===== config.mk =====
export PLATFORM = sky130hd
export DESIGN_NAME = gp_reg_file_flat
export DESIGN_NICKNAME = d
export VERILOG_FILES = /design/src/logic/ppc_pkg.sv /design/src/logic/wb_if.sv /design/src/logic/gp_reg_file.sv /design/src/flat_wrapper.sv
export SDC_FILE = /design/constraint.sdc
export NUM_CORES = 2
export LEC_CHECK = 0
export BUFFER_PORTS_ARGS = -buffer_cell sky130_fd_sc_hd__buf_2
export CAP_MARGIN = 40
export CORE_MARGIN = 2
export CORE_UTILIZATION = 29
export DETAILED_ROUTE_END_ITERATION = 12
export GPL_ROUTABILITY_DRIVEN = 0
export SLEW_MARGIN = 20
export SYNTH_ARGS = -nofsm -noshare
export SYNTH_HDL_FRONTEND = slang
export SYNTH_SLANG_ARGS = --single-unit
export TNS_END_PERCENT = 5

===== constraint.sdc =====
create_clock -name clk -period 11.1 [get_ports clk]
set_input_delay 0 -clock clk [delete_from_list [all_inputs] [get_ports clk]]
set_output_delay 0 -clock clk [all_outputs]
set_load 0.01 [all_outputs]

===== src/logic/ppc_pkg.sv =====
`default_nettype none

package ppc_pkg;

    localparam int WORD_WIDTH = 32;
    localparam int REG_ADDR_WIDTH = 5;
    localparam int RS_DEPTH = 8;
    localparam int RS_IDX_WIDTH = $clog2(RS_DEPTH);
    localparam int RS_ID_WIDTH = 4;
    localparam int ADD_SUB_RS_OFFSET = 0;
    localparam int LOG_RS_OFFSET = 8;
    localparam int ARB_PORTS = 2;
    localparam int ARB_IDX_WIDTH = $clog2(ARB_PORTS);

    // Bit 0 is the MSB, as in the architecture manual
    typedef logic [0:WORD_WIDTH-1] word_t;
    typedef logic [0:REG_ADDR_WIDTH-1] reg_addr_t;
    typedef logic [0:RS_ID_WIDTH-1] rs_id_t;

    typedef enum logic [2:0] {fxu_add, fxu_subf, fxu_and, fxu_or, fxu_xor} fxu_op_t;

    typedef enum logic [1:0] {unit_add_sub, unit_log, unit_none} unit_sel_t;

    typedef enum logic [1:0] {rs_free, rs_wait, rs_ready} rs_state_t;

    // Primary opcodes, instruction bits 0 to 5
    typedef enum logic [5:0] {
        opc_addi = 6'd14,
        opc_ori  = 6'd24,
        opc_xori = 6'd26,
        opc_ext  = 6'd31
    } opcode_t;

    // Extended opcodes of primary 31, bits 21 to 30 with OE clear
    typedef enum logic [9:0] {
        xo_and  = 10'd28,
        xo_subf = 10'd40,
        xo_add  = 10'd266,
        xo_xor  = 10'd316,
        xo_or   = 10'd444
    } ext_opcode_t;

    typedef struct packed {
        word_t  value;
        logic   valid;
        rs_id_t rs_id;
    } operand_t;

    typedef struct packed {
        unit_sel_t unit_sel;
        fxu_op_t   op;
        reg_addr_t ra;
        reg_addr_t rb;
        reg_addr_t rt;
        logic      use_imm;
        logic      zero_op1;
        word_t     imm;
    } decode_t;

    // Snoop the write-back bus for a pending operand
    function automatic operand_t capture_operand(operand_t op, logic wb_valid,
                                                 rs_id_t wb_rs_id, word_t wb_result);
        operand_t captured;
        captured = op;
        if (!op.valid && wb_valid && op.rs_id == wb_rs_id) begin
            captured.value = wb_result;
            captured.valid = 1'b1;
        end
        return captured;
    endfunction

endpackage

`default_nettype wire


===== src/logic/wb_if.sv =====
`timescale 1ns/1ps
`default_nettype none

interface wb_if;
    import ppc_pkg::*;

    logic      valid;
    rs_id_t    rs_id;
    reg_addr_t reg_addr;
    word_t     result;

    modport source (output valid, output rs_id, output reg_addr, output result);

    modport listener (input valid, input rs_id, input reg_addr, input result);

endinterface

`default_nettype wire


===== src/logic/gp_reg_file.sv =====
`timescale 1ns/1ps
`default_nettype none

module gp_reg_file (
    input  logic               clk,
    input  logic               rst_n,
    input  ppc_pkg::reg_addr_t read_addr [2],
    output ppc_pkg::operand_t  read_operand [2],
    input  ppc_pkg::reg_addr_t update_addr,
    input  logic               update_enable,
    input  ppc_pkg::rs_id_t    update_rs_id,
    wb_if.listener             wb
);
    import ppc_pkg::*;

    word_t  value [32];
    logic   valid [32];
    rs_id_t tag [32];

    always_ff @(posedge clk) begin
        if (!rst_n) begin
            for (int i = 0; i < 32; i++) begin
                value[i] <= '0;
                valid[i] <= 1'b1;
                tag[i] <= '0;
            end
        end else begin
            // Only the youngest producer may write
            if (wb.valid && !valid[wb.reg_addr] && tag[wb.reg_addr] == wb.rs_id) begin
                value[wb.reg_addr] <= wb.result;
                valid[wb.reg_addr] <= 1'b1;
            end
            if (update_enable) begin
                valid[update_addr] <= 1'b0;
                tag[update_addr] <= update_rs_id;
            end
        end
    end

    // Reads see this cycle's write-back
    always_comb begin
        for (int p = 0; p < 2; p++) begin
            read_operand[p] = capture_operand('{value: value[read_addr[p]],
                                                valid: valid[read_addr[p]],
                                                rs_id: tag[read_addr[p]]},
                                              wb.valid, wb.rs_id, wb.result);
        end
    end

endmodule

`default_nettype wire


===== src/flat_wrapper.sv =====
// flat-port wrapper written by rule: the top's interface ports become plain ports
module gp_reg_file_flat import ppc_pkg::*;
  (clk, rst_n, read_addr, read_operand, update_addr, update_enable, update_rs_id, wb_valid, wb_rs_id, wb_reg_addr, wb_result);
  wb_if wb_i ();
  input  logic clk;
  input  logic rst_n;
  input  ppc_pkg::reg_addr_t read_addr[2];
  output ppc_pkg::operand_t read_operand[2];
  input  ppc_pkg::reg_addr_t update_addr;
  input  logic update_enable;
  input  ppc_pkg::rs_id_t update_rs_id;
  input wire logic [$bits(wb_i.valid)-1:0] wb_valid;
  input wire logic [$bits(wb_i.rs_id)-1:0] wb_rs_id;
  input wire logic [$bits(wb_i.reg_addr)-1:0] wb_reg_addr;
  input wire logic [$bits(wb_i.result)-1:0] wb_result;
  assign wb_i.valid = wb_valid;
  assign wb_i.rs_id = wb_rs_id;
  assign wb_i.reg_addr = wb_reg_addr;
  assign wb_i.result = wb_result;
  gp_reg_file u_core (.clk(clk), .rst_n(rst_n), .read_addr(read_addr), .read_operand(read_operand), .update_addr(update_addr), .update_enable(update_enable), .update_rs_id(update_rs_id), .wb(wb_i));
endmodule

==> out/metrics.yaml <==
place:
  hpwl_um: 132000
  portBuffers: 137
floorplan:
  rows: 174
  ios: 138
  initial_core_util_pct: 29.2
  die_area_um2: 231000
  die_height_um: 480
  die_w_um: 480
  core-area_um2: 225000
logic_synthesis:
  synthArstFlopShare_pct: 0
  yosysWarnings: 0
  ys_seq_area_share_pct: 53.6
  syn_inst: 4137
  yosysMostFrequentCell: "and2_1"
  synth.distinct_cells: 61
  synth_edf_count: 1152
  syn_area_um2: 65700
  avgSynthCellArea_um2: 15.9
  synthTopCellsByArea: "edfxtp_1 (53%), mux4_2 (26%), and2_1 (11%)"
  synth_top_cell_by_area: "edfxtp_1"
  synth_ff_type: "edfxtp_1"
  ys_ff_latch: 1184
  synth.top_cell.area_share_pct: 52.6
  synth_nets: 4201
  synth_common_cells: "and2_1 (1156), edfxtp_1 (1152), mux4_2 (751)"
sta:
  hold_viol: 0
  fin_tns_setup_ns: 0
  layout_min_cycle_time_ns: 5.12
  slew_violations: 0
  rsz0062_at_grt: "no"
  relSlewSlack_pct: 23.1
  clock.fmax_ghz: 0.195
  finalClockSkew_ns: 0.0376
  setup_viol: 0
  post-route-period-util_pct: 46.1
  worst_pin_slew_ns: 1.15
run_status:
  outcome: "finished clean"
min_path:
  hold_path.class: "in -> reg"
  hold_depth: 5
cts:
  cts_made_buffers: 135
  htree_levels: 4
  holdBufCountCts: 44
  ctsLongestPathBuffers: 3
  cts_tree: "built"
  post_cts_resized: 0
  cts.sinks: 1184
  clk_pin_slew_ns: 0.07
  clk_latency_ns: 0.80
  cts_setup_buffers: 0
  cts-root-buf: "clkbuf_16"
grt:
  grt_pass1_wl_um: 311000
  grt_pass1_vias: 40500
  grt_max_degree: 137
  grt_usage_pct: 18.8
  grt_overflow: 0
  antenna_found_initial: 21
critical_path:
  reg2regPathDepth: 10
  path_class: "reg -> out"
  required_ns: 11.10
  slowest_stage: "nor4b_4"
  cp.arrival_ns: 5.12
  slowest_delay_ns: 0.76
  worstSetupStartpointType: "register"
  crit_fanout: 27
  end_kind: "primary output"
  path_cells: "mux4_2, mux4_2, mux2i_1, o311ai_1, nor4b_4, buf_4, mux2_2, buf_2"
  path_common_cell: "mux4_2"
power:
  ir_worst_vdd_mv: 0.163
  comb_power_share_pct: 11.6
  power.density_nw_per_um2: 147
  p_int_mw: 8.19
  p_seq_share_pct: 47.1
  swShare_pct: 25.1
  power_frac_clock_pct: 41.3
  p_switching_mw: 2.75
  leakage_nw: 25.8
detailed_routing:
  vias: 40000
  drc: 0
  ant_nets: 0
  routedWlPerCell_um: 30.4
  drt_iter0_drc: 5458
  drt-total-wl_um: 219000
  via_per_inst: 5.56
  dr.pass1.iters: 5
cells_and_area:
  area_growth_pct: 13.3
  fin_nets: 4163
  fin_util_pct: 33.1
  drive_gt1_share_pct: 32.5
  fillers: 21500
run:
  drv_cap: 0
-- kinds of logic (layout without fill, tap and decap cells) --
logic type	after synthesis	count (layout)	share of synthesized area [%]
xor gates and xnor gates	7	7	0.0933
AOI/OAI and AO/OA	132	132	1.55
muxes	888	888	28.0
DFF	1184	1184	53.6
buffers and inverters	482	547	3.43
and+or+nand+nor	1444	1444	13.3
other	0	12	0
-- through the flow --
| step | instances | total power, mW | area (um^2) | hold slack (ns) | setup slack [ns] |
|---|---|---|---|---|---|
| finish | 7206 | 10.9 | 74500 | 0.198 | 5.98 |
| global route | 7197 | 11.2 | 74500 | 0.191 | 5.88 |
| CTS | 7185 | 11.0 | 74300 | 0.305 | 5.98 |
| detailed placement | 6901 | 6.49 | 69400 | 0.538 | 5.99 |
| global placement | 6875 | 6.46 | 68800 | 0.532 | 5.95 |
| floorplan | 4137 | 5.98 | 65700 | 0.150 | 7.63 |
-- routing by layer --
layer / GRT usage, % / share of wire (%)
met1: 26.1 / 41
met2: 29.4 / 47
met3: 3.87 / 9.6
met4: 5.80 / 3.0
met5: 0.269 / 0.012
-- path summary, 6_finish.rpt --
| check | from | to | slack, ns |
|---|---|---|---|
| hold reg to reg | u_core.valid[14] | u_core.valid[14] | 0.56 |
| setup / recovery | u_core.valid[7] | read_operand[23] | 5.98 |
| hold / removal | wb_reg_addr[2] | u_core.valid[16] | 0.20 |
| setup reg to reg | u_core.tag[26][3] | u_core.value[28][25] | 6.52 |
-- critical path: cells and delay by family (launching register included) --
kind                   cells  cell delay [ns]
multiplexers               4             1.98
buffers and inverters      2             0.89
AND/OR/NAND/NOR            1             0.76
flip-flops                 1             0.37
AO/OA/AOI/OAI              1             0.29
-- sequential cells by signal (all words and copies together) (netlist names) --
| signal | count |
|---|---|
| u_core.valid | 32 |
| u_core.tag | 128 |
| u_core.value | 1024 |
-- power by group through the flow --
| stage | combinational [mW] | sequential [mW] | clock [mW] |
|---|---|---|---|
| 5_1_grt | 1.33 | 5.16 | 4.73 |
| 3_5_place_dp | 1.25 | 5.24 | 0 |
| 6_report | 1.27 | 5.15 | 4.51 |
| 3_3_place_gp | 1.23 | 5.23 | 0 |
| 2_1_floorplan | 0.790 | 5.19 | 0 |
| 4_1_cts | 1.27 | 5.15 | 4.56 |
-- layout make-up --
cell class / instances / area (um^2) / area share, %
Antenna cell: 12 / 30.0 / 0.0403
Clock buffer: 163 / 3640 / 4.89
Clock inverter: 77 / 766 / 1.03
Inverter: 8 / 40.0 / 0.0537
Multi-Input combinational cell: 2471 / 28400 / 38.1
Sequential cell: 1184 / 35200 / 47.3
Tap cell: 2992 / 3740 / 5.02
Timing Repair Buffer: 299 / 2640 / 3.55
-- layout by cell type, fill, tap and decap left out, drive strengths merged, types with 6 or more instances in the layout --
| cell | n |
|---|---|
| bufinv | 10 |
| clkinv | 57 |
| and4 | 34 |
| o211ai | 6 |
| nand2 | 108 |
| dfxtp | 32 |
| o32a | 33 |
| and2 | 1157 |
| o21ai | 35 |
| nor2b | 9 |
| mux2 | 104 |
| edfxtp | 1152 |
| mux2i | 33 |
| nand2b | 35 |
| buf | 255 |
| nand3 | 9 |
| clkbuf | 163 |
| dlygate4sd3 | 44 |
| mux4 | 751 |
| nand4 | 7 |
| diode | 12 |
| nor3 | 8 |
| a22oi | 25 |
| nor2 | 52 |
| inv | 13 |
| xnor2 | 6 |
No activity file was read; power rests on OpenSTA's default activity.
