File: config.mk
export PLATFORM = sky130hd
export DESIGN_NAME = fixed_point_unit_flat
export DESIGN_NICKNAME = d
export VERILOG_FILES = /design/src/logic/ppc_pkg.sv /design/src/logic/issue_if.sv /design/src/logic/wb_if.sv /design/src/logic/fixed_point_unit.sv /design/src/flat_wrapper.sv
export SDC_FILE = /design/constraint.sdc
export NUM_CORES = 2
export LEC_CHECK = 0
export BUFFER_PORTS_ARGS = -buffer_cell sky130_fd_sc_hd__buf_2
export CAP_MARGIN = 20
export CORE_UTILIZATION = 45
export CTS_BUF_LIST = sky130_fd_sc_hd__clkbuf_4
export DETAILED_ROUTE_END_ITERATION = 12
export HOLD_SLACK_MARGIN = 0.08
export PLACE_DENSITY = 0.63
export SYNTH_ARGS = -nofsm -noshare
export SYNTH_HDL_FRONTEND = slang
export SYNTH_SLANG_ARGS = --single-unit
File: constraint.sdc
create_clock -name clk -period 9.16 [get_ports clk]
set_input_delay 1.832 -clock clk [delete_from_list [all_inputs] [get_ports clk]]
set_output_delay 1.832 -clock clk [all_outputs]
set_load 0.01 [all_outputs]
File: src/logic/ppc_pkg.sv
`default_nettype none

package ppc_pkg;

    localparam int WORD_WIDTH = 32;
    localparam int REG_ADDR_WIDTH = 5;
    localparam int RS_DEPTH = 8;
    localparam int RS_IDX_WIDTH = $clog2(RS_DEPTH);
    localparam int RS_ID_WIDTH = 4;
    localparam int ADD_SUB_RS_OFFSET = 0;
    localparam int LOG_RS_OFFSET = 8;
    localparam int ARB_PORTS = 2;
    localparam int ARB_IDX_WIDTH = $clog2(ARB_PORTS);

    // Bit 0 is the MSB, as in the architecture manual
    typedef logic [0:WORD_WIDTH-1] word_t;
    typedef logic [0:REG_ADDR_WIDTH-1] reg_addr_t;
    typedef logic [0:RS_ID_WIDTH-1] rs_id_t;

    typedef enum logic [2:0] {fxu_add, fxu_subf, fxu_and, fxu_or, fxu_xor} fxu_op_t;

    typedef enum logic [1:0] {unit_add_sub, unit_log, unit_none} unit_sel_t;

    typedef enum logic [1:0] {rs_free, rs_wait, rs_ready} rs_state_t;

    // Primary opcodes, instruction bits 0 to 5
    typedef enum logic [5:0] {
        opc_addi = 6'd14,
        opc_ori  = 6'd24,
        opc_xori = 6'd26,
        opc_ext  = 6'd31
    } opcode_t;

    // Extended opcodes of primary 31, bits 21 to 30 with OE clear
    typedef enum logic [9:0] {
        xo_and  = 10'd28,
        xo_subf = 10'd40,
        xo_add  = 10'd266,
        xo_xor  = 10'd316,
        xo_or   = 10'd444
    } ext_opcode_t;

    typedef struct packed {
        word_t  value;
        logic   valid;
        rs_id_t rs_id;
    } operand_t;

    typedef struct packed {
        unit_sel_t unit_sel;
        fxu_op_t   op;
        reg_addr_t ra;
        reg_addr_t rb;
        reg_addr_t rt;
        logic      use_imm;
        logic      zero_op1;
        word_t     imm;
    } decode_t;

    // Snoop the write-back bus for a pending operand
    function automatic operand_t capture_operand(operand_t op, logic wb_valid,
                                                 rs_id_t wb_rs_id, word_t wb_result);
        operand_t captured;
        captured = op;
        if (!op.valid && wb_valid && op.rs_id == wb_rs_id) begin
            captured.value = wb_result;
            captured.valid = 1'b1;
        end
        return captured;
    endfunction

endpackage

`default_nettype wire

File: src/logic/issue_if.sv
`timescale 1ns/1ps
`default_nettype none

interface issue_if;
    import ppc_pkg::*;

    logic      valid;
    logic      ready;
    fxu_op_t   op;
    operand_t  op1;
    operand_t  op2;
    reg_addr_t result_reg_addr;
    rs_id_t    id_free;

    modport dispatch (
        output valid,
        output op,
        output op1,
        output op2,
        output result_reg_addr,
        input  ready,
        input  id_free
    );

    modport unit (
        input  valid,
        input  op,
        input  op1,
        input  op2,
        input  result_reg_addr,
        output ready,
        output id_free
    );

endinterface

`default_nettype wire

File: src/logic/wb_if.sv
`timescale 1ns/1ps
`default_nettype none

interface wb_if;
    import ppc_pkg::*;

    logic      valid;
    rs_id_t    rs_id;
    reg_addr_t reg_addr;
    word_t     result;

    modport source (output valid, output rs_id, output reg_addr, output result);

    modport listener (input valid, input rs_id, input reg_addr, input result);

endinterface

`default_nettype wire

File: src/logic/fixed_point_unit.sv
`timescale 1ns/1ps
`default_nettype none

module fixed_point_unit #(
    parameter int                 RS_OFFSET = 0,
    parameter ppc_pkg::unit_sel_t UNIT = ppc_pkg::unit_add_sub
) (
    input  logic               clk,
    input  logic               rst_n,
    issue_if.unit              issue,
    wb_if.listener             wb,
    output logic               output_valid,
    input  logic               output_ready,
    output ppc_pkg::rs_id_t    output_rs_id,
    output ppc_pkg::reg_addr_t output_reg_addr,
    output ppc_pkg::word_t     output_result
);
    import ppc_pkg::*;

    rs_state_t state [RS_DEPTH];
    fxu_op_t   op [RS_DEPTH];
    operand_t  op1 [RS_DEPTH];
    operand_t  op2 [RS_DEPTH];
    operand_t  cap1 [RS_DEPTH];
    operand_t  cap2 [RS_DEPTH];
    reg_addr_t dest [RS_DEPTH];
    logic [RS_IDX_WIDTH-1:0] free_idx;
    logic [RS_IDX_WIDTH-1:0] sel_idx;
    logic      issue_fire;
    logic      retire;
    word_t     a;
    word_t     b;

    // Downward scan, so the lowest index wins
    always_comb begin
        issue.ready = 1'b0;
        free_idx = '0;
        output_valid = 1'b0;
        sel_idx = '0;
        for (int i = RS_DEPTH - 1; i >= 0; i--) begin
            cap1[i] = capture_operand(op1[i], wb.valid, wb.rs_id, wb.result);
            cap2[i] = capture_operand(op2[i], wb.valid, wb.rs_id, wb.result);
            if (state[i] == rs_free) begin
                issue.ready = 1'b1;
                free_idx = RS_IDX_WIDTH'(i);
            end
            if (state[i] == rs_ready) begin
                output_valid = 1'b1;
                sel_idx = RS_IDX_WIDTH'(i);
            end
        end
    end

    assign issue.id_free = rs_id_t'(RS_OFFSET + free_idx);
    assign issue_fire = issue.valid && issue.ready;
    assign retire = output_valid && output_ready;

    assign output_rs_id = rs_id_t'(RS_OFFSET + sel_idx);
    assign output_reg_addr = dest[sel_idx];
    assign a = op1[sel_idx].value;
    assign b = op2[sel_idx].value;

    always_comb begin
        if (UNIT == unit_add_sub) begin
            // subf computes RB - RA
            output_result = (op[sel_idx] == fxu_subf) ? b - a : a + b;
        end else begin
            case (op[sel_idx])
                fxu_and: output_result = a & b;
                fxu_or:  output_result = a | b;
                default: output_result = a ^ b;
            endcase
        end
    end

    always_ff @(posedge clk) begin
        if (!rst_n) begin
            for (int i = 0; i < RS_DEPTH; i++) begin
                state[i] <= rs_free;
            end
        end else begin
            for (int i = 0; i < RS_DEPTH; i++) begin
                case (state[i])
                    rs_free: begin
                        if (issue_fire && free_idx == i) begin
                            state[i] <= (issue.op1.valid && issue.op2.valid) ? rs_ready
                                                                             : rs_wait;
                        end
                    end
                    rs_wait: begin
                        if (cap1[i].valid && cap2[i].valid) begin
                            state[i] <= rs_ready;
                        end
                    end
                    default: begin
                        if (retire && sel_idx == i) begin
                            state[i] <= rs_free;
                        end
                    end
                endcase
            end
        end
    end

    always_ff @(posedge clk) begin
        for (int i = 0; i < RS_DEPTH; i++) begin
            if (issue_fire && free_idx == i) begin
                op[i] <= issue.op;
                op1[i] <= issue.op1;
                op2[i] <= issue.op2;
                dest[i] <= issue.result_reg_addr;
            end else begin
                op1[i] <= cap1[i];
                op2[i] <= cap2[i];
            end
        end
    end

    issue_to_free_entry: assert property (@(posedge clk) disable iff (!rst_n)
        issue_fire |-> state[free_idx] == rs_free);

endmodule

`default_nettype wire

File: src/flat_wrapper.sv
// flat-port wrapper written by rule: the top's interface ports become plain ports
module fixed_point_unit_flat import ppc_pkg::*;
#(
    parameter int                 RS_OFFSET = 0,
    parameter ppc_pkg::unit_sel_t UNIT = ppc_pkg::unit_add_sub
)
  (clk, rst_n, output_valid, output_ready, output_rs_id, output_reg_addr, output_result, issue_valid, issue_op, issue_op1, issue_op2, issue_result_reg_addr, issue_ready, issue_id_free, wb_valid, wb_rs_id, wb_reg_addr, wb_result);
  issue_if issue_i ();
  wb_if wb_i ();
  input  logic clk;
  input  logic rst_n;
  output logic output_valid;
  input  logic output_ready;
  output ppc_pkg::rs_id_t output_rs_id;
  output ppc_pkg::reg_addr_t output_reg_addr;
  output ppc_pkg::word_t output_result;
  input wire logic [$bits(issue_i.valid)-1:0] issue_valid;
  input wire logic [$bits(issue_i.op)-1:0] issue_op;
  input wire logic [$bits(issue_i.op1)-1:0] issue_op1;
  input wire logic [$bits(issue_i.op2)-1:0] issue_op2;
  input wire logic [$bits(issue_i.result_reg_addr)-1:0] issue_result_reg_addr;
  output wire logic [$bits(issue_i.ready)-1:0] issue_ready;
  output wire logic [$bits(issue_i.id_free)-1:0] issue_id_free;
  input wire logic [$bits(wb_i.valid)-1:0] wb_valid;
  input wire logic [$bits(wb_i.rs_id)-1:0] wb_rs_id;
  input wire logic [$bits(wb_i.reg_addr)-1:0] wb_reg_addr;
  input wire logic [$bits(wb_i.result)-1:0] wb_result;
  assign issue_i.valid = issue_valid;
  assign issue_i.op = issue_op;
  assign issue_i.op1 = issue_op1;
  assign issue_i.op2 = issue_op2;
  assign issue_i.result_reg_addr = issue_result_reg_addr;
  assign issue_ready = issue_i.ready;
  assign issue_id_free = issue_i.id_free;
  assign wb_i.valid = wb_valid;
  assign wb_i.rs_id = wb_rs_id;
  assign wb_i.reg_addr = wb_reg_addr;
  assign wb_i.result = wb_result;
  fixed_point_unit #(.RS_OFFSET(RS_OFFSET), .UNIT(UNIT)) u_core (.clk(clk), .rst_n(rst_n), .issue(issue_i), .wb(wb_i), .output_valid(output_valid), .output_ready(output_ready), .output_rs_id(output_rs_id), .output_reg_addr(output_reg_addr), .output_result(output_result));
endmodule
==> implementation parameters <==
Parameter                              Value

Global routing
  Layer carrying the most global-route usage    met2
  Antenna violations before repair    10
  Pin count of the biggest net entering global routing    81
  M1 GR Usage    0.423
  GRT Util Overall    0.333
  Total gr overflow    0
  Global routing usage on met3    0.0783
  Wire length of the first global-routing pass    197000 um
  Vias in the first global route    29900
  Met2 Usage GRT    0.531

Cells and area
  Sequential Area    between 20000 and 25000 um2
  Leading cell type in the layout, fill and taps excluded    nand2_1
  Number of filler cells placed in the layout    7222
  Leading cell types in the layout, fill and taps excluded    nand2_1 (1346), edfxtp_1 (656), nand3_1 (444)
  Area Overhead vs Synth    13.6%
  Final net count    4209
  Layout cell share with drive strength beyond 1    0.175
  Fin area    ~40000 um2
  Final cell count without fillers    5239
  Multi-input logic area    14500 um2
  Post-layout util    0.516

Run status
  Status    finished, final reports clean

STA
  Least-Margin Pin Slew    around 1.2 ns
  Number of max-slew violations in the final report    0
  Smallest hold slack    0.507 ns
  Final clock skew    0.0990 ns
  Unrepaired setup endpoints after global routing    true
  Slew headroom    0.196
  Minimum clock period after layout    9.06 ns
  Final critical-path setup slack    0.0982 ns
  Hold Fails Final Rpt    0
  Max Freq    110 MHz
  Final setup fails    0
  Period utilization    0.989

Floorplan
  DIE AREA    80700 um2
  DIE HEIGHT    284 um
  Initial Utilization    0.454
  Num ports    175
  Row Count    103
  Standard cell core area    approximately 79000 um2
  DIE WIDTH    284 um

Critical path
  Highest fanout seen on the critical path    6
  Startpoint-to-endpoint class of the critical path    reg -> out
  Kind of end point of the critical path    primary output
  Data required, critical path    7.33 ns
  Worst-case reg-to-reg path depth    13
  Arrival @ worst endpoint    7.23 ns
  Worst Setup Start Kind    flop

Placement
  Count of input and output buffers    167
  Final weighted congestion in routability-driven placement    slightly above 0.9
  Post-placement cell area    roughly 37000 um2
  Worst slack after detailed placement    between 0.15 and 0.2 ns
  Cell Count Post-Placement    just under 5000
  HPWL after DPL    75700 um

Clock tree
  Maximum level of the CTS H-tree    4
  Clock sink count    672
  CTS root buffer    clkbuf_4
  TritonCTS buffer count    178
  TritonCTS clock tree    done
  Worst-Skew Late Latency    between 1 and 1.5 ns
  Worst-path clk slew    ~0.070 ns
  Clock tree buffer depth    3
  CTS Hold Bufs    0

Routing
  Remaining design rule violation count    0
  Via Count    31800
  Post-DR vias/cell    6.08
  Wirelength per Cell    26.1 um
  Drt first-iter violations    4411
  Sum of routed wire length over all layers    ~140000 um
  First drt pass iteration count    9
  ANT nets after route    0

Power and ir drop
  Static Leak    15.9 nW
  Worst supply voltage drop on vdd    227 uV
  Power per standard cell area    300 nW/um2

Yosys
  Top flip-flop cell by instance count after synthesis    edfxtp_1
  Cell types with the largest area share after synthesis    edfxtp_1 (55%), nand2_1 (14%), nand3_1 (6.2%)
  Share of flip-flops with an asynchronous set or reset after synthesis    0
  Number of synthesized flops with an enable pin    656
  Post-synthesis register bit count    672
  Netlist area before placement    between 30000 and 40000 um2
  Yosys cell types    82
  Fraction of synthesized cell area taken by the top area cell type    0.550
  Instance count of the mapped netlist    between 3000 and 4000
  Largest area contributor in the netlist    edfxtp_1
  Count of synthesis-stage warnings from yosys    0
  Per-instance average area after synthesis    9.17 um2
  Fraction of the yosys area taken by sequential cells    0.559

Job
  Max-capacitance violation count    0

Hold path
  Hold path depth    2
  Type of the tightest min-delay check    reg -> reg
==> metrics by stage <==
stage	setup TNS, ns	total power [mW]
global placement	0	8.75
finish	0	12.2
global route	-0.380	12.7
floorplan	0	6.82
detailed placement	0	8.77
CTS	0	11.8
==> per-layer routing <==
layer / part of all wire / vias up / wire (um)
li1: - / 14000 / -
met1: 0.36 / 15000 / 49400
met2: 0.46 / 2329 / 63200
met3: 0.13 / 449 / 17200
met4: 0.051 / 4 / 6950
met5: 0.00020 / - / 27
==> layout make-up <==
type	count	share of cell area
Antenna cell	9	0.000553
Clock buffer	266	0.0491
Clock inverter	46	0.00827
Inverter	58	0.00621
Multi-Input combinational cell	2824	0.356
Sequential cell	672	0.492
Tap cell	1050	0.0323
Timing Repair Buffer	314	0.0555
==> report_power, final <==
group | total [mW] | switching (mW) | internal, mW
clock | 2.77 | 1.31 | 1.46
combinational | 5.77 | 3.62 | 2.15
sequential | 3.66 | 0.0702 | 3.59
total | 12.2 | 4.99 | 7.20
==> worst max-delay path: stages (launching register included) <==
cell	delay (ns)
edfxtp_1	0.50
o311a_1	0.45
o21a_4	0.29
inv_8	0.09
buf_16	0.13
nor2_1	0.05
buf_4	0.18
a221o_1	0.38
a2bb2oi_4	0.21
nor3_2	0.20
buf_4	0.18
and2_4	0.16
nand2_1	0.06
o21ai_0	0.20
xor2_1	0.27
ha_2	0.35
buf_4	0.15
o21a_1	0.19
o211ai_1	0.35
o31a_1	0.33
o21bai_1	0.14
or4_4	0.44
a31oi_4	0.28
o21ai_0	0.14
xor2_1	0.25
buf_2	0.18
==> cells in the mapped netlist, types with 15 or more instances <==
cell and count:
nand2_1 1366, edfxtp_1 656, nand3_1 445, o21ai_0 353
clkbuf_1 243, nor2_1 102, a21oi_1 67, xnor2_1 56
buf_4 52, inv_1 52, xor2_1 38, ha_1 32
mux2i_1 28, buf_1 26, o22ai_1 26, nor3_1 24
a31oi_1 19, buf_2 16, dfxtp_1 16, a222oi_1 15
==> state kept, by name, summed over array words and instances (netlist names) <==
signal	flops
u_core.op2	296
u_core.state	16
u_core.dest	40
u_core.op1	296
u_core.op	24
==> cell families (layout without fill, tap and decap cells) <==
kind of cell | after synthesis | after routing | share of synthesized area
AND/OR/NAND/NOR | 2040 | 2040 | 0.239
flip-flops | 672 | 672 | 0.559
AO/OA/AOI/OAI | 605 | 605 | 0.0998
buffers and inverters | 412 | 684 | 0.0505
XOR/XNOR | 94 | 94 | 0.0230
multiplexers | 50 | 50 | 0.0173
adder cells (fa/ha/maj) | 33 | 33 | 0.0117
other | 1 | 11 | 0.000105
==> path summary, 6_finish.rpt <==
check | endpoint | slack (ns) | start
worst min-delay path | u_core.op2[0][4] | 0.51 | u_core.op2[0][4]
worst max-delay path | output_result[30] | 0.1 | u_core.state[0][14]
worst max register to register | u_core.op2[4][18] | 4.54 | u_core.state[0][13]
worst min register to register | u_core.op2[0][4] | 0.51 | u_core.op2[0][4]
==> timing repair <==
action | 4_1_cts | 5_1_grt
resized for setup | 40 | 63
gates cloned | 6 | 1
pin swaps | 12 | 34
setup endpoints to repair | 10 | 7
setup buffers | 13 | 29
Power figures use the tool's default switching activity.
