==> config.mk <==
export PLATFORM = sky130hd
export DESIGN_NAME = instruction_decode_flat
export DESIGN_NICKNAME = d
export VERILOG_FILES = /design/src/logic/ppc_pkg.sv /design/src/logic/issue_if.sv /design/src/logic/wb_if.sv /design/src/logic/instruction_decode.sv /design/src/flat_wrapper.sv
export SDC_FILE = /design/constraint.sdc
export NUM_CORES = 1
export LEC_CHECK = 0
export BUFFER_PORTS_ARGS = -buffer_cell sky130_fd_sc_hd__buf_2
export CORE_AREA = 5 5 131 133
export DETAILED_ROUTE_END_ITERATION = 10
export DIE_AREA = 0 0 136 138
export PLACE_DENSITY_LB_ADDON = 0.25
export SETUP_SLACK_MARGIN = 0.5
export SYNTH_ARGS = -nofsm -noshare
export SYNTH_HDL_FRONTEND = slang
export SYNTH_SLANG_ARGS = --single-unit
export TNS_END_PERCENT = 20
==> constraint.sdc <==
create_clock -name clk -period 3.1 [get_ports clk]
set_input_delay 0.31 -clock clk [delete_from_list [all_inputs] [get_ports clk]]
set_output_delay 0.31 -clock clk [all_outputs]
set_load 0.02 [all_outputs]
==> src/logic/ppc_pkg.sv <==
`default_nettype none

package ppc_pkg;

    localparam int WORD_WIDTH = 32;
    localparam int REG_ADDR_WIDTH = 5;
    localparam int RS_DEPTH = 8;
    localparam int RS_IDX_WIDTH = $clog2(RS_DEPTH);
    localparam int RS_ID_WIDTH = 4;
    localparam int ADD_SUB_RS_OFFSET = 0;
    localparam int LOG_RS_OFFSET = 8;
    localparam int ARB_PORTS = 2;
    localparam int ARB_IDX_WIDTH = $clog2(ARB_PORTS);

    // Bit 0 is the MSB, as in the architecture manual
    typedef logic [0:WORD_WIDTH-1] word_t;
    typedef logic [0:REG_ADDR_WIDTH-1] reg_addr_t;
    typedef logic [0:RS_ID_WIDTH-1] rs_id_t;

    typedef enum logic [2:0] {fxu_add, fxu_subf, fxu_and, fxu_or, fxu_xor} fxu_op_t;

    typedef enum logic [1:0] {unit_add_sub, unit_log, unit_none} unit_sel_t;

    typedef enum logic [1:0] {rs_free, rs_wait, rs_ready} rs_state_t;

    // Primary opcodes, instruction bits 0 to 5
    typedef enum logic [5:0] {
        opc_addi = 6'd14,
        opc_ori  = 6'd24,
        opc_xori = 6'd26,
        opc_ext  = 6'd31
    } opcode_t;

    // Extended opcodes of primary 31, bits 21 to 30 with OE clear
    typedef enum logic [9:0] {
        xo_and  = 10'd28,
        xo_subf = 10'd40,
        xo_add  = 10'd266,
        xo_xor  = 10'd316,
        xo_or   = 10'd444
    } ext_opcode_t;

    typedef struct packed {
        word_t  value;
        logic   valid;
        rs_id_t rs_id;
    } operand_t;

    typedef struct packed {
        unit_sel_t unit_sel;
        fxu_op_t   op;
        reg_addr_t ra;
        reg_addr_t rb;
        reg_addr_t rt;
        logic      use_imm;
        logic      zero_op1;
        word_t     imm;
    } decode_t;

    // Snoop the write-back bus for a pending operand
    function automatic operand_t capture_operand(operand_t op, logic wb_valid,
                                                 rs_id_t wb_rs_id, word_t wb_result);
        operand_t captured;
        captured = op;
        if (!op.valid && wb_valid && op.rs_id == wb_rs_id) begin
            captured.value = wb_result;
            captured.valid = 1'b1;
        end
        return captured;
    endfunction

endpackage

`default_nettype wire

==> src/logic/issue_if.sv <==
`timescale 1ns/1ps
`default_nettype none

interface issue_if;
    import ppc_pkg::*;

    logic      valid;
    logic      ready;
    fxu_op_t   op;
    operand_t  op1;
    operand_t  op2;
    reg_addr_t result_reg_addr;
    rs_id_t    id_free;

    modport dispatch (
        output valid,
        output op,
        output op1,
        output op2,
        output result_reg_addr,
        input  ready,
        input  id_free
    );

    modport unit (
        input  valid,
        input  op,
        input  op1,
        input  op2,
        input  result_reg_addr,
        output ready,
        output id_free
    );

endinterface

`default_nettype wire

==> src/logic/wb_if.sv <==
`timescale 1ns/1ps
`default_nettype none

interface wb_if;
    import ppc_pkg::*;

    logic      valid;
    rs_id_t    rs_id;
    reg_addr_t reg_addr;
    word_t     result;

    modport source (output valid, output rs_id, output reg_addr, output result);

    modport listener (input valid, input rs_id, input reg_addr, input result);

endinterface

`default_nettype wire

==> src/logic/instruction_decode.sv <==
`timescale 1ns/1ps
`default_nettype none

module instruction_decode (
    input  logic               clk,
    input  logic               rst_n,
    input  logic               instruction_valid,
    output logic               instruction_ready,
    input  ppc_pkg::word_t     instruction,
    output ppc_pkg::reg_addr_t read_addr [2],
    input  ppc_pkg::operand_t  read_operand [2],
    output ppc_pkg::reg_addr_t update_addr,
    output logic               update_enable,
    output ppc_pkg::rs_id_t    update_rs_id,
    issue_if.dispatch          add_sub_issue,
    issue_if.dispatch          log_issue,
    wb_if.listener             wb
);
    import ppc_pkg::*;

    decode_t  decoded;
    decode_t  stage;
    logic     stage_valid;
    operand_t stage_op1;
    operand_t stage_op2;
    operand_t cur_op1;
    operand_t cur_op2;
    operand_t new_op1;
    operand_t new_op2;
    logic     issue_fire;
    logic     discard;
    logic     accept;
    rs_id_t   issue_rs_id;

    always_comb begin
        decoded = '0;
        decoded.unit_sel = unit_none;
        decoded.rt = instruction[6:10];
        decoded.ra = instruction[11:15];
        decoded.rb = instruction[16:20];
        case (instruction[0:5])
            opc_addi: begin
                decoded.unit_sel = unit_add_sub;
                decoded.op = fxu_add;
                decoded.use_imm = 1'b1;
                decoded.zero_op1 = (instruction[11:15] == 5'd0);
                decoded.imm = {{16{instruction[16]}}, instruction[16:31]};
            end
            opc_ori, opc_xori: begin
                decoded.unit_sel = unit_log;
                decoded.op = (instruction[0:5] == opc_ori) ? fxu_or : fxu_xor;
                decoded.use_imm = 1'b1;
                decoded.imm = {16'h0000, instruction[16:31]};
            end
            opc_ext: begin
                // Record forms are not supported
                if (!instruction[31]) begin
                    case (instruction[21:30])
                        xo_add:  {decoded.unit_sel, decoded.op} = {unit_add_sub, fxu_add};
                        xo_subf: {decoded.unit_sel, decoded.op} = {unit_add_sub, fxu_subf};
                        xo_and:  {decoded.unit_sel, decoded.op} = {unit_log, fxu_and};
                        xo_or:   {decoded.unit_sel, decoded.op} = {unit_log, fxu_or};
                        xo_xor:  {decoded.unit_sel, decoded.op} = {unit_log, fxu_xor};
                        default: decoded.unit_sel = unit_none;
                    endcase
                end
            end
            default: decoded.unit_sel = unit_none;
        endcase
        // Logical ops take RS in bits 6-10 and write RA
        if (decoded.unit_sel == unit_log) begin
            decoded.rt = instruction[11:15];
            decoded.ra = instruction[6:10];
        end
    end

    assign issue_rs_id = (stage.unit_sel == unit_log) ? log_issue.id_free
                                                      : add_sub_issue.id_free;
    assign issue_fire = stage_valid &&
                        ((stage.unit_sel == unit_add_sub && add_sub_issue.ready) ||
                         (stage.unit_sel == unit_log && log_issue.ready));
    assign discard = stage_valid && stage.unit_sel == unit_none;
    assign instruction_ready = !stage_valid || issue_fire || discard;
    assign accept = instruction_valid && instruction_ready;

    assign read_addr[0] = decoded.ra;
    assign read_addr[1] = decoded.rb;

    assign cur_op1 = capture_operand(stage_op1, wb.valid, wb.rs_id, wb.result);
    assign cur_op2 = capture_operand(stage_op2, wb.valid, wb.rs_id, wb.result);

    always_comb begin
        new_op1 = read_operand[0];
        new_op2 = read_operand[1];
        // Tag update of the leaving instruction is not yet in the GPRs
        if (issue_fire && stage.rt == decoded.ra) begin
            new_op1 = '{value: '0, valid: 1'b0, rs_id: issue_rs_id};
        end
        if (issue_fire && stage.rt == decoded.rb) begin
            new_op2 = '{value: '0, valid: 1'b0, rs_id: issue_rs_id};
        end
        if (decoded.zero_op1) begin
            new_op1 = '{value: '0, valid: 1'b1, rs_id: '0};
        end
        if (decoded.use_imm) begin
            new_op2 = '{value: decoded.imm, valid: 1'b1, rs_id: '0};
        end
    end

    assign add_sub_issue.valid = stage_valid && stage.unit_sel == unit_add_sub;
    assign add_sub_issue.op = stage.op;
    assign add_sub_issue.op1 = cur_op1;
    assign add_sub_issue.op2 = cur_op2;
    assign add_sub_issue.result_reg_addr = stage.rt;

    assign log_issue.valid = stage_valid && stage.unit_sel == unit_log;
    assign log_issue.op = stage.op;
    assign log_issue.op1 = cur_op1;
    assign log_issue.op2 = cur_op2;
    assign log_issue.result_reg_addr = stage.rt;

    assign update_addr = stage.rt;
    assign update_enable = issue_fire;
    assign update_rs_id = issue_rs_id;

    always_ff @(posedge clk) begin
        if (!rst_n) begin
            stage_valid <= 1'b0;
        end else if (accept) begin
            stage_valid <= 1'b1;
        end else if (issue_fire || discard) begin
            stage_valid <= 1'b0;
        end
    end

    always_ff @(posedge clk) begin
        if (accept) begin
            stage <= decoded;
            stage_op1 <= new_op1;
            stage_op2 <= new_op2;
        end else begin
            stage_op1 <= cur_op1;
            stage_op2 <= cur_op2;
        end
    end

    single_issue: assert property (@(posedge clk) disable iff (!rst_n)
        !(add_sub_issue.valid && log_issue.valid));

endmodule

`default_nettype wire

==> src/flat_wrapper.sv <==
// flat-port wrapper written by rule: the top's interface ports become plain ports
module instruction_decode_flat import ppc_pkg::*;
  (clk, rst_n, instruction_valid, instruction_ready, instruction, read_addr, read_operand, update_addr, update_enable, update_rs_id, add_sub_issue_valid, add_sub_issue_op, add_sub_issue_op1, add_sub_issue_op2, add_sub_issue_result_reg_addr, add_sub_issue_ready, add_sub_issue_id_free, log_issue_valid, log_issue_op, log_issue_op1, log_issue_op2, log_issue_result_reg_addr, log_issue_ready, log_issue_id_free, wb_valid, wb_rs_id, wb_reg_addr, wb_result);
  issue_if add_sub_issue_i ();
  issue_if log_issue_i ();
  wb_if wb_i ();
  input  logic clk;
  input  logic rst_n;
  input  logic instruction_valid;
  output logic instruction_ready;
  input  ppc_pkg::word_t instruction;
  output ppc_pkg::reg_addr_t read_addr[2];
  input  ppc_pkg::operand_t read_operand[2];
  output ppc_pkg::reg_addr_t update_addr;
  output logic update_enable;
  output ppc_pkg::rs_id_t update_rs_id;
  output wire logic [$bits(add_sub_issue_i.valid)-1:0] add_sub_issue_valid;
  output wire logic [$bits(add_sub_issue_i.op)-1:0] add_sub_issue_op;
  output wire logic [$bits(add_sub_issue_i.op1)-1:0] add_sub_issue_op1;
  output wire logic [$bits(add_sub_issue_i.op2)-1:0] add_sub_issue_op2;
  output wire logic [$bits(add_sub_issue_i.result_reg_addr)-1:0] add_sub_issue_result_reg_addr;
  input wire logic [$bits(add_sub_issue_i.ready)-1:0] add_sub_issue_ready;
  input wire logic [$bits(add_sub_issue_i.id_free)-1:0] add_sub_issue_id_free;
  output wire logic [$bits(log_issue_i.valid)-1:0] log_issue_valid;
  output wire logic [$bits(log_issue_i.op)-1:0] log_issue_op;
  output wire logic [$bits(log_issue_i.op1)-1:0] log_issue_op1;
  output wire logic [$bits(log_issue_i.op2)-1:0] log_issue_op2;
  output wire logic [$bits(log_issue_i.result_reg_addr)-1:0] log_issue_result_reg_addr;
  input wire logic [$bits(log_issue_i.ready)-1:0] log_issue_ready;
  input wire logic [$bits(log_issue_i.id_free)-1:0] log_issue_id_free;
  input wire logic [$bits(wb_i.valid)-1:0] wb_valid;
  input wire logic [$bits(wb_i.rs_id)-1:0] wb_rs_id;
  input wire logic [$bits(wb_i.reg_addr)-1:0] wb_reg_addr;
  input wire logic [$bits(wb_i.result)-1:0] wb_result;
  assign add_sub_issue_valid = add_sub_issue_i.valid;
  assign add_sub_issue_op = add_sub_issue_i.op;
  assign add_sub_issue_op1 = add_sub_issue_i.op1;
  assign add_sub_issue_op2 = add_sub_issue_i.op2;
  assign add_sub_issue_result_reg_addr = add_sub_issue_i.result_reg_addr;
  assign add_sub_issue_i.ready = add_sub_issue_ready;
  assign add_sub_issue_i.id_free = add_sub_issue_id_free;
  assign log_issue_valid = log_issue_i.valid;
  assign log_issue_op = log_issue_i.op;
  assign log_issue_op1 = log_issue_i.op1;
  assign log_issue_op2 = log_issue_i.op2;
  assign log_issue_result_reg_addr = log_issue_i.result_reg_addr;
  assign log_issue_i.ready = log_issue_ready;
  assign log_issue_i.id_free = log_issue_id_free;
  assign wb_i.valid = wb_valid;
  assign wb_i.rs_id = wb_rs_id;
  assign wb_i.reg_addr = wb_reg_addr;
  assign wb_i.result = wb_result;
  instruction_decode u_core (.clk(clk), .rst_n(rst_n), .instruction_valid(instruction_valid), .instruction_ready(instruction_ready), .instruction(instruction), .read_addr(read_addr), .read_operand(read_operand), .update_addr(update_addr), .update_enable(update_enable), .update_rs_id(update_rs_id), .add_sub_issue(add_sub_issue_i), .log_issue(log_issue_i), .wb(wb_i));
endmodule
==> results of run 1 <==
critical path: cells and delay by family:
family | cells | cell delay [ns]
AOI/OAI and AO/OA | 2 | 0.50
buffers and inverters | 3 | 0.39
muxes | 1 | 0.46
and+or+nand+nor | 3 | 0.98
layout by cell type (no fill, tap or decap), types with 4 or more instances in the layout:
cell,instances
buf_2,342
xor2_1,10
nand3_1,17
clkbuf_16,10
nor4_1,9
nor2_1,59
a21oi_1,20
buf_4,16
nor2b_1,12
xnor2_1,4
o21ai_0,7
nor3_1,13
dfxtp_1,67
o31ai_2,29
nand2b_1,7
inv_1,41
nand2_1,63
mux2_2,73
edfxtp_1,18
mux2i_1,5
a31oi_1,20
buf_12,5
stage by stage:
| step | instances | power (mW) |
|---|---|---|
| 6_report | 1121 | 3.64 |
| 4_1_cts | 1118 | 3.69 |
| 3_5_place_dp | 1096 | 2.57 |
| 2_1_floorplan | 669 | 2.29 |
| 5_1_grt | 1121 | 3.82 |
| 3_3_place_gp | 1096 | 2.56 |
cells by family (layout without fill, tap and decap cells):
| kind of cell | after synthesis | count (layout) | share of synthesized area |
|---|---|---|---|
| buffers and inverters | 189 | 424 | 0.199 |
| flip-flops | 85 | 85 | 0.322 |
| AND/OR/NAND/NOR | 204 | 204 | 0.164 |
| AO/OA/AOI/OAI | 97 | 97 | 0.136 |
| multiplexers | 80 | 80 | 0.157 |
| XOR/XNOR | 14 | 14 | 0.0210 |
| other | 0 | 1 | 0 |
cells in the mapped netlist (all sizes together), types with 5 or more instances:
library cell / n
nand2: 64
dfxtp: 67
buf: 121
o21ai: 7
nand3: 17
mux2: 73
nor3: 14
xor2: 10
inv: 42
nor4: 9
edfxtp: 18
clkbuf: 26
a31oi: 20
a21oi: 20
nor2b: 12
nand2b: 8
o31ai: 32
nor2: 60
mux2i: 5
area by class of cell:
type                    instances  area, um2  share of cell area
multi-input cells             395       2830               0.381
flip-flops and latches         85       1880               0.253
clock buffers                  11        264              0.0355
well taps                     216        270              0.0364
diodes                          1       2.50            0.000337
clock inverters                 5       40.0             0.00539
repair buffers                366       1980               0.267
inverters                      42        158              0.0212
power by group through the flow:
stage | clock, mW | combinational, mW | sequential, mW
after floorplan | 0 | 0.977 | 1.31
after global placement | 0 | 1.24 | 1.32
after detailed placement | 0 | 1.25 | 1.33
after CTS | 1.13 | 1.25 | 1.30
after global routing | 1.17 | 1.34 | 1.31
final | 1.09 | 1.24 | 1.30
layer usage:
layer | share of wire | GRT usage | vias up
li1 | - | - | 2658
met1 | 0.41 | 0.260 | 2511
met2 | 0.51 | 0.365 | 207
met3 | 0.066 | 0.0341 | 13
met4 | 0.010 | 0.0541 | 0
met5 | 0 | 0 | -
what timing repair did:
item / 4_1_cts / 5_1_grt
setup buffers: 5 / 2
gates cloned: 1 / 0
endpoints found under the setup margin: 34 / 73
hold buffers: 0 / 0
resized for setup: 6 / 2
pin swaps: 3 / 1
endpoints found under the hold margin: 0 / 0
flip-flops by register name, indices dropped and copies added (netlist names):
register	count
u_core.add_sub_issue.op	3
u_core.add_sub_issue.op1	4
u_core.add_sub_issue.op2	4
u_core.add_sub_issue.result_reg_addr	5
u_core.stage	2
u_core.stage_op1	33
u_core.stage_op2	33
u_core.stage_valid	1
how the worst min path moves through the flow:
stage,from,to,depth (start not counted)
3_3_place_gp,read_operand[31],u_core.stage_op2[31]$_DFF_P_,3
6_report,read_operand[36],u_core.stage_op2[36]$_DFF_P_,3
4_1_cts,read_operand[22],u_core.stage_op2[22]$_DFF_P_,3
3_5_place_dp,read_operand[22],u_core.stage_op2[22]$_DFF_P_,3
2_1_floorplan,instruction_valid,u_core.stage_valid$_SDFFE_PN0P_,2
5_1_grt,read_operand[22],u_core.stage_op2[22]$_DFF_P_,3
==> run summary, run 1 <==
Reg power frac: 0.358
Combinational share of power: 0.342
Vias: 5389
Placed Area: 6980 um2
Ports: 348
Initial DRC count: 225
Max Slew Vio Count: 0
WL per Instance: 18.1 um
Commonest register cell after synthesis: dfxtp_1
Routed wire length: 20300 um
Lkg Pwr: 3.64 nW
Power Density: 490 nW/um2
Worst EP arrival: 2.65 ns
Row count: 46
Chip height: 138 um
Clk root buf: clkbuf_16
Ys Warns: 0
Synth Register Bits: 85
Psw: 1.29 mW
CTS clk-pin slew, worst paths: 0.07 ns
GRT overflow: 0
Layout net count: 1060
Setup CP Type: input port to flip-flop
Clk pwr share: 0.301
Netlist cell types: 49
TritonCTS clock tree: yes
Gate count of the mapped netlist: 669
Area Growth Syn to Fin: 27.3%
Cell taking the most area after synthesis: dfxtp_1
Layout cells sized above 1: 0.551
CP max-delay cell: or4b_4
I/O Buffers: 342
Synth area leaders: dfxtp_1 (23%), buf_4 (15%), mux2_2 (14%)
Final setup margin: 0.513 ns
Cells along the critical path: buf_2 -> or4b_4 -> or3_4 -> o31a_1 -> buf_6 -> buf_4 -> mux4_2 -> a31oi_1 -> nor3_1
DRC: 0
Post-synth top area share: 0.230
Clk_skew: 0.00723 ns
Max-cap violations: 0
Die width: 136 um
RR Endpoint: u_core.stage_op1[36]$_DFF_P_
Slew Limit Headroom: 0.534
Largest net degree at the start of global routing: 35
Seq/Total Area, Yosys: 0.322
Final core occ: 0.473
Die area: 18800 um2
# setup viols final: 0
Worst r2r src: u_core.add_sub_issue.result_reg_addr[1]$_DFFE_PP_
R2R Setup Slk: 0.68 ns
Setup TNS: 0 ns
Minimum clock period: 2.59 ns
Synth Area per Inst: 8.72 um2
H-tree levels: 3
# clock sinks: 85
Drt pass-1 iters: 4
Crit path max fanout: 8
Antenna Nets Post-Route: 0
Initial Utilization: 0.371
Hold Path Class: input port to flip-flop
Initial antenna violation count: 1
Post-synthesis async set-or-reset flop share: 0
Switching Fraction: 0.356
Final worst path period share: 0.834
Worst hold margin: 0.194 ns
DP Worst Slack: 0.0973 ns
Outcome: complete, no violations
Worst-Margin Slew: 0.700 ns
CP max stage delay: 0.54 ns
Maximum vdd drop: 246 uV
CTS Buffer Depth: 2
Routed vias/inst: 4.81
Worst Setup SP: instruction[1]
Post-synthesis net count: 830
Clock latency on the worst-skew pair: 0.34 ns
Synthesized area: 5840 um2
Worst r2r path cells: 8
Number of global-route vias before repair: 5142
Max frequency: 387 MHz
GRT Overall Usage: 0.207
First-pass GRT wire length: 30000 um
Post-route cell area: 7430 um2
RSZ-0062 raised after global routing: yes
Hold Violations, Final: 0
WP data required: 3.16 ns
RePlAce Congestion: 0.871
Num CTS Buffers: 9
Fillers: 1607
Worst setup path endpoint: u_core.add_sub_issue.op1[3]$_SDFFCE_PP0P_
Startpoint class of the critical path: input port
CP Capture Type: flip-flop
Post-synth EDFFs: 18
Core Area: 15700 um2
HPWL after detailed placement: 15800 um
Pint: 2.35 mW
(Power assumes the default switching activity.)
==> run 2, diff against run 1 <==
Clock period 3.1 ns to 2.3 ns, I/O delays scaled along.
==> run summary, run 2 (synthesis results as in run 1) <==
Outcome: finished with violations
Failing checks: setup timing
Pint: 3.27 mW
Initial antenna violation count: 1
Final setup margin: -0.164 ns
TritonCTS clock tree: yes
Clk pwr share: 0.278
Placed Area: 7230 um2
H-tree levels: 3
Layout net count: 1102
WL per Instance: 17.8 um
Setup CP Type: flip-flop to output port
Maximum vdd drop: 417 uV
Clock latency on the worst-skew pair: 0.34 ns
# clock sinks: 85
Clk root buf: clkbuf_16
Slew Limit Headroom: 0.668
Lkg Pwr: 4.07 nW
I/O Buffers: 342
Met3 WL: 1400 um
Hold-fix buffers at CTS: 0
Vias: 5555
Reg power frac: 0.349
RSZ-0062 raised after global routing: yes
Die area: 18800 um2
Post-route cell area: 8280 um2
DR top layer: met4
Power Density: 607 nW/um2
Post-Layout Cell Count: 1163
CTS Buffer Depth: 2
Routed wire length: 20700 um
Met2 WL: 10500 um
CTS clk-pin slew, worst paths: 0.06 ns
Row count: 46
Number of global-route vias before repair: 5715
Area Growth Syn to Fin: 41.8%
# setup viols final: 103
Ports: 348
GRT Overall Usage: 0.213
Max Slew Vio Count: 0
Minimum clock period: 2.46 ns
First-pass GRT wire length: 31700 um
Startpoint class of the critical path: flip-flop
Switching Fraction: 0.348
Psw: 1.75 mW
Fillers: 1517
Hold Violations, Final: 0
Core Area: 15700 um2
Max frequency: 406 MHz
Met1 WL: 8580 um
Tot Pwr: 5.02 mW
Chip height: 138 um
Max-cap violations: 0
Num CTS Buffers: 9
DP Cell Count: 1125
RePlAce Congestion: 0.852
Initial Utilization: 0.371
GRT overflow: 0
CP Capture Type: output port
Antenna Nets Post-Route: 0
Commonest non-fill, non-tap cell in the layout: buf_2
Hold Path Class: input port to flip-flop
Drt pass-1 iters: 5
HPWL after detailed placement: 15600 um
Routed vias/inst: 4.78
Largest net degree at the start of global routing: 36
DRC: 0
Layout cells sized above 1: 0.585
Combinational share of power: 0.374
Clk_skew: 0.00573 ns
Die width: 136 um
Worst-Margin Slew: 0.494 ns
Crit path max fanout: 8
WP data required: 2.07 ns
Final worst path period share: 1.07
Worst EP arrival: 2.23 ns
Commonest cells after routing, fill and taps aside: buf_2 (303), dfxtp_1 (67), nand2_1 (63), nor2_1 (58), mux2_2 (57)
Initial DRC count: 250
==> run 2: changes by cell type in the layout (fill, tap and decap cells not counted), moves of 16 or more <==
cell,before,now
buf_4,16,53
mux2_2,73,57
buf_6,2,38
buf_2,342,303
mux2_4,0,16
==> run 2: stage by stage <==
stage                     setup TNS [ns]  hold slack [ns]  utilization  setup WS, ns
after floorplan                   -13.10            0.369            -        -0.371
after global placement            -20.79            0.460        0.460        -0.562
after detailed placement          -21.14            0.463        0.460        -0.587
after CTS                         -14.51            0.107        0.506        -0.192
after global routing              -22.37            0.123        0.527        -0.226
final                             -11.48            0.123        0.527        -0.164
==> run 2: routing by layer <==
metal,vias up,GRT usage
li1,2732,-
met1,2584,0.267
met2,226,0.379
met3,13,0.0406
met4,0,0.0435
met5,-,0
==> run 2: worst max-delay path, stage by stage, from the launching register on <==
cell      delay, ns
edfxtp_1       0.46
xor2_1         0.19
nor3_1         0.20
nand4b_1       0.13
buf_6          0.16
buf_12         0.12
buf_16         0.14
mux2_4         0.33
buf_6          0.14
==> run 2: timing repair <==
item / 4_1_cts / 5_1_grt
pin swaps: 14 / 19
gates cloned: 5 / 0
setup endpoints to repair: 218 / 239
buffers inserted: 11 / 5
gates resized for setup: 57 / 78
==> run 2: cell type report <==
type                            count  area (um2)  share of cell area
Clock buffer                       13         260              0.0314
Timing Repair Buffer              408        2670               0.322
Clock inverter                      3        18.8             0.00227
Multi-Input combinational cell    395        3020               0.365
Sequential cell                    85        1880               0.227
Inverter                           42         158              0.0190
Tap cell                          216         270              0.0326
Antenna cell                        1        2.50            0.000302
==> run 2: path summary, 6_finish.rpt <==
| path | startpoint | to | slack [ns] | depth (start not counted) |
|---|---|---|---|---|
| worst max register to register | u_core.add_sub_issue.result_reg_addr[1]$_DFFE_PP_ | u_core.stage_op1[5]$_DFF_P_ | -0.02 | 8 |
| worst min-delay path | read_operand[24] | u_core.stage_op2[24]$_DFF_P_ | 0.12 | 3 |
| worst min register to register | u_core.stage_op1[9]$_DFF_P_ | u_core.stage_op1[9]$_DFF_P_ | 0.60 | 3 |
| worst max-delay path | u_core.add_sub_issue.op1[3]$_SDFFCE_PP0P_ | log_issue_op1[32] | -0.16 | 8 |
==> run 2: power by group through the flow <==
stage | clock network, mW | logic [mW] | registers, mW
floorplan | 0 | 1.32 | 1.76
global placement | 0 | 1.71 | 1.78
detailed placement | 0 | 1.72 | 1.78
CTS | 1.43 | 1.78 | 1.75
global route | 1.49 | 2.01 | 1.77
finish | 1.39 | 1.88 | 1.75
==> run 3, diff against run 2 <==
Clock period 2.3 ns to 2.7 ns, I/O delays scaled along.
==> run summary, run 3 (synthesis results as in run 1) <==
WL per Instance: 18.3 um
Num CTS Buffers: 9
Outcome: complete, no violations
I/O Buffers: 342
Power Density: 552 nW/um2
Commonest cells after routing, fill and taps aside: buf_2 (334), mux2_2 (71), dfxtp_1 (67), nand2_1 (63), nor2_1 (59)
Layout cells sized above 1: 0.566
RSZ-0062 raised after global routing: yes
Cells along the critical path: buf_6 -> or4b_4 -> or3_4 -> o31a_1 -> buf_4 -> mux4_2 -> nor3_4 -> buf_4 -> buf_12 -> o31ai_1
Clock latency on the worst-skew pair: 0.34 ns
Worst Setup SP: instruction[1]
TritonCTS clock tree: yes
Die area: 18800 um2
Chip height: 138 um
Vias: 5493
HPWL after detailed placement: 15900 um
Top cell by count, worst path: buf_4
Minimum clock period: 2.54 ns
Crit-path leading delay family: simple AND/OR/NAND/NOR gates
Slew Limit Headroom: 0.539
Initial Utilization: 0.371
Row count: 46
Layout net count: 1083
Clk_skew: 0.00768 ns
# setup viols final: 0
Largest net degree at the start of global routing: 34
Worst r2r path cells: 8
GRT Overall Usage: 0.213
WP data required: 2.93 ns
Hold Violations, Final: 0
Drt pass-1 iters: 4
Area Growth Syn to Fin: 32.9%
CTS Buffer Depth: 2
Post-route cell area: 7760 um2
Placed Area: 7040 um2
WP buf/inv: 4
Crit. path cell count: 10
Core Area: 15700 um2
Max frequency: 393 MHz
RR Endpoint: u_core.stage_op1[5]$_DFF_P_
CP max-delay cell: or4b_4
Commonest non-fill, non-tap cell in the layout: buf_2
Worst-Margin Slew: 0.691 ns
Setup CP Type: input port to flip-flop
Worst setup path endpoint: u_core.stage_op1[5]$_DFF_P_
# clock sinks: 85
Die width: 136 um
Clk root buf: clkbuf_16
Worst EP arrival: 2.77 ns
Startpoint class of the critical path: input port
CP Capture Type: flip-flop
Final core occ: 0.494
RePlAce Congestion: 0.841
Max-cap violations: 0
Final setup margin: 0.157 ns
Antenna Nets Post-Route: 0
Final worst path period share: 0.942
R2R Setup Slk: 0.30 ns
First-pass GRT wire length: 31100 um
Ports: 348
Routed wire length: 20900 um
Max Slew Vio Count: 0
Crit path max fanout: 12
CTS clk-pin slew, worst paths: 0.07 ns
Routed vias/inst: 4.80
Hold-fix buffers at CTS: 0
Worst r2r src: u_core.add_sub_issue.result_reg_addr[0]$_DFFE_PP_
DRC: 0
GRT overflow: 0
CP max stage delay: 0.53 ns
H-tree levels: 3
Tot Pwr: 4.28 mW
DP Worst Slack: -0.184 ns
Initial antenna violation count: 2
Hold Path Class: input port to flip-flop
Initial DRC count: 205
Lkg Pwr: 3.85 nW
Maximum vdd drop: 260 uV
Number of global-route vias before repair: 5427
-- run 3: tightest hold or removal path, stage by stage --
cell and delay, ns:
buf_2 0.07, a21oi_1 0.05, nor2_1 0.07
-- run 3: area by class of cell --
class                   count  area (um2)
flip-flops and latches     85        1880
fillers                  1619        7950
clock inverters             5        55.1
inverters                  42         158
multi-input cells         395        2860
diodes                      1        2.50
clock buffers              11         254
well taps                 216         270
repair buffers            389        2280
-- run 3: per-layer routing --
metal,wire (um),up-vias,GRT usage
met4,251,0,0.0546
li1,-,2692,-
met2,10800,208,0.385
met5,0,-,0
met3,1350,18,0.0366
met1,8540,2575,0.260
-- run 3: power by group --
part / total, mW / switching (mW) / internal (mW)
logic: 1.48 / 0.901 / 0.577
registers: 1.49 / 0.0495 / 1.44
clock network: 1.31 / 0.539 / 0.775
-- run 3: repair_timing --
item	CTS	global route
gates resized for setup	31	8
setup buffers	14	5
pin swaps	17	5
cloned	4	0
endpoints found under the setup margin	190	196
hold endpoints to repair	0	0
-- run 3: how the worst min path moves through the flow --
stage	from	to	cells after the start
after floorplan	instruction_valid	u_core.stage_valid$_SDFFE_PN0P_	2
after global placement	read_operand[33]	u_core.stage_op2[33]$_DFF_P_	3
after detailed placement	read_operand[35]	u_core.stage_op2[35]$_DFF_P_	3
after CTS	read_operand[32]	u_core.stage_op2[32]$_DFF_P_	3
after global routing	read_operand[25]	u_core.stage_op2[25]$_DFF_P_	3
final	read_operand[32]	u_core.stage_op2[32]$_DFF_P_	3
-- run 3: per-stage QoR --
stage | hold slack (ns) | TNS, ns | instances
2_1_floorplan | 0.409 | -0.320 | 669
3_3_place_gp | 0.498 | -5.97 | 1104
3_5_place_dp | 0.503 | -6.42 | 1104
4_1_cts | 0.138 | 0 | 1138
5_1_grt | 0.159 | 0 | 1144
6_report | 0.150 | 0 | 1144
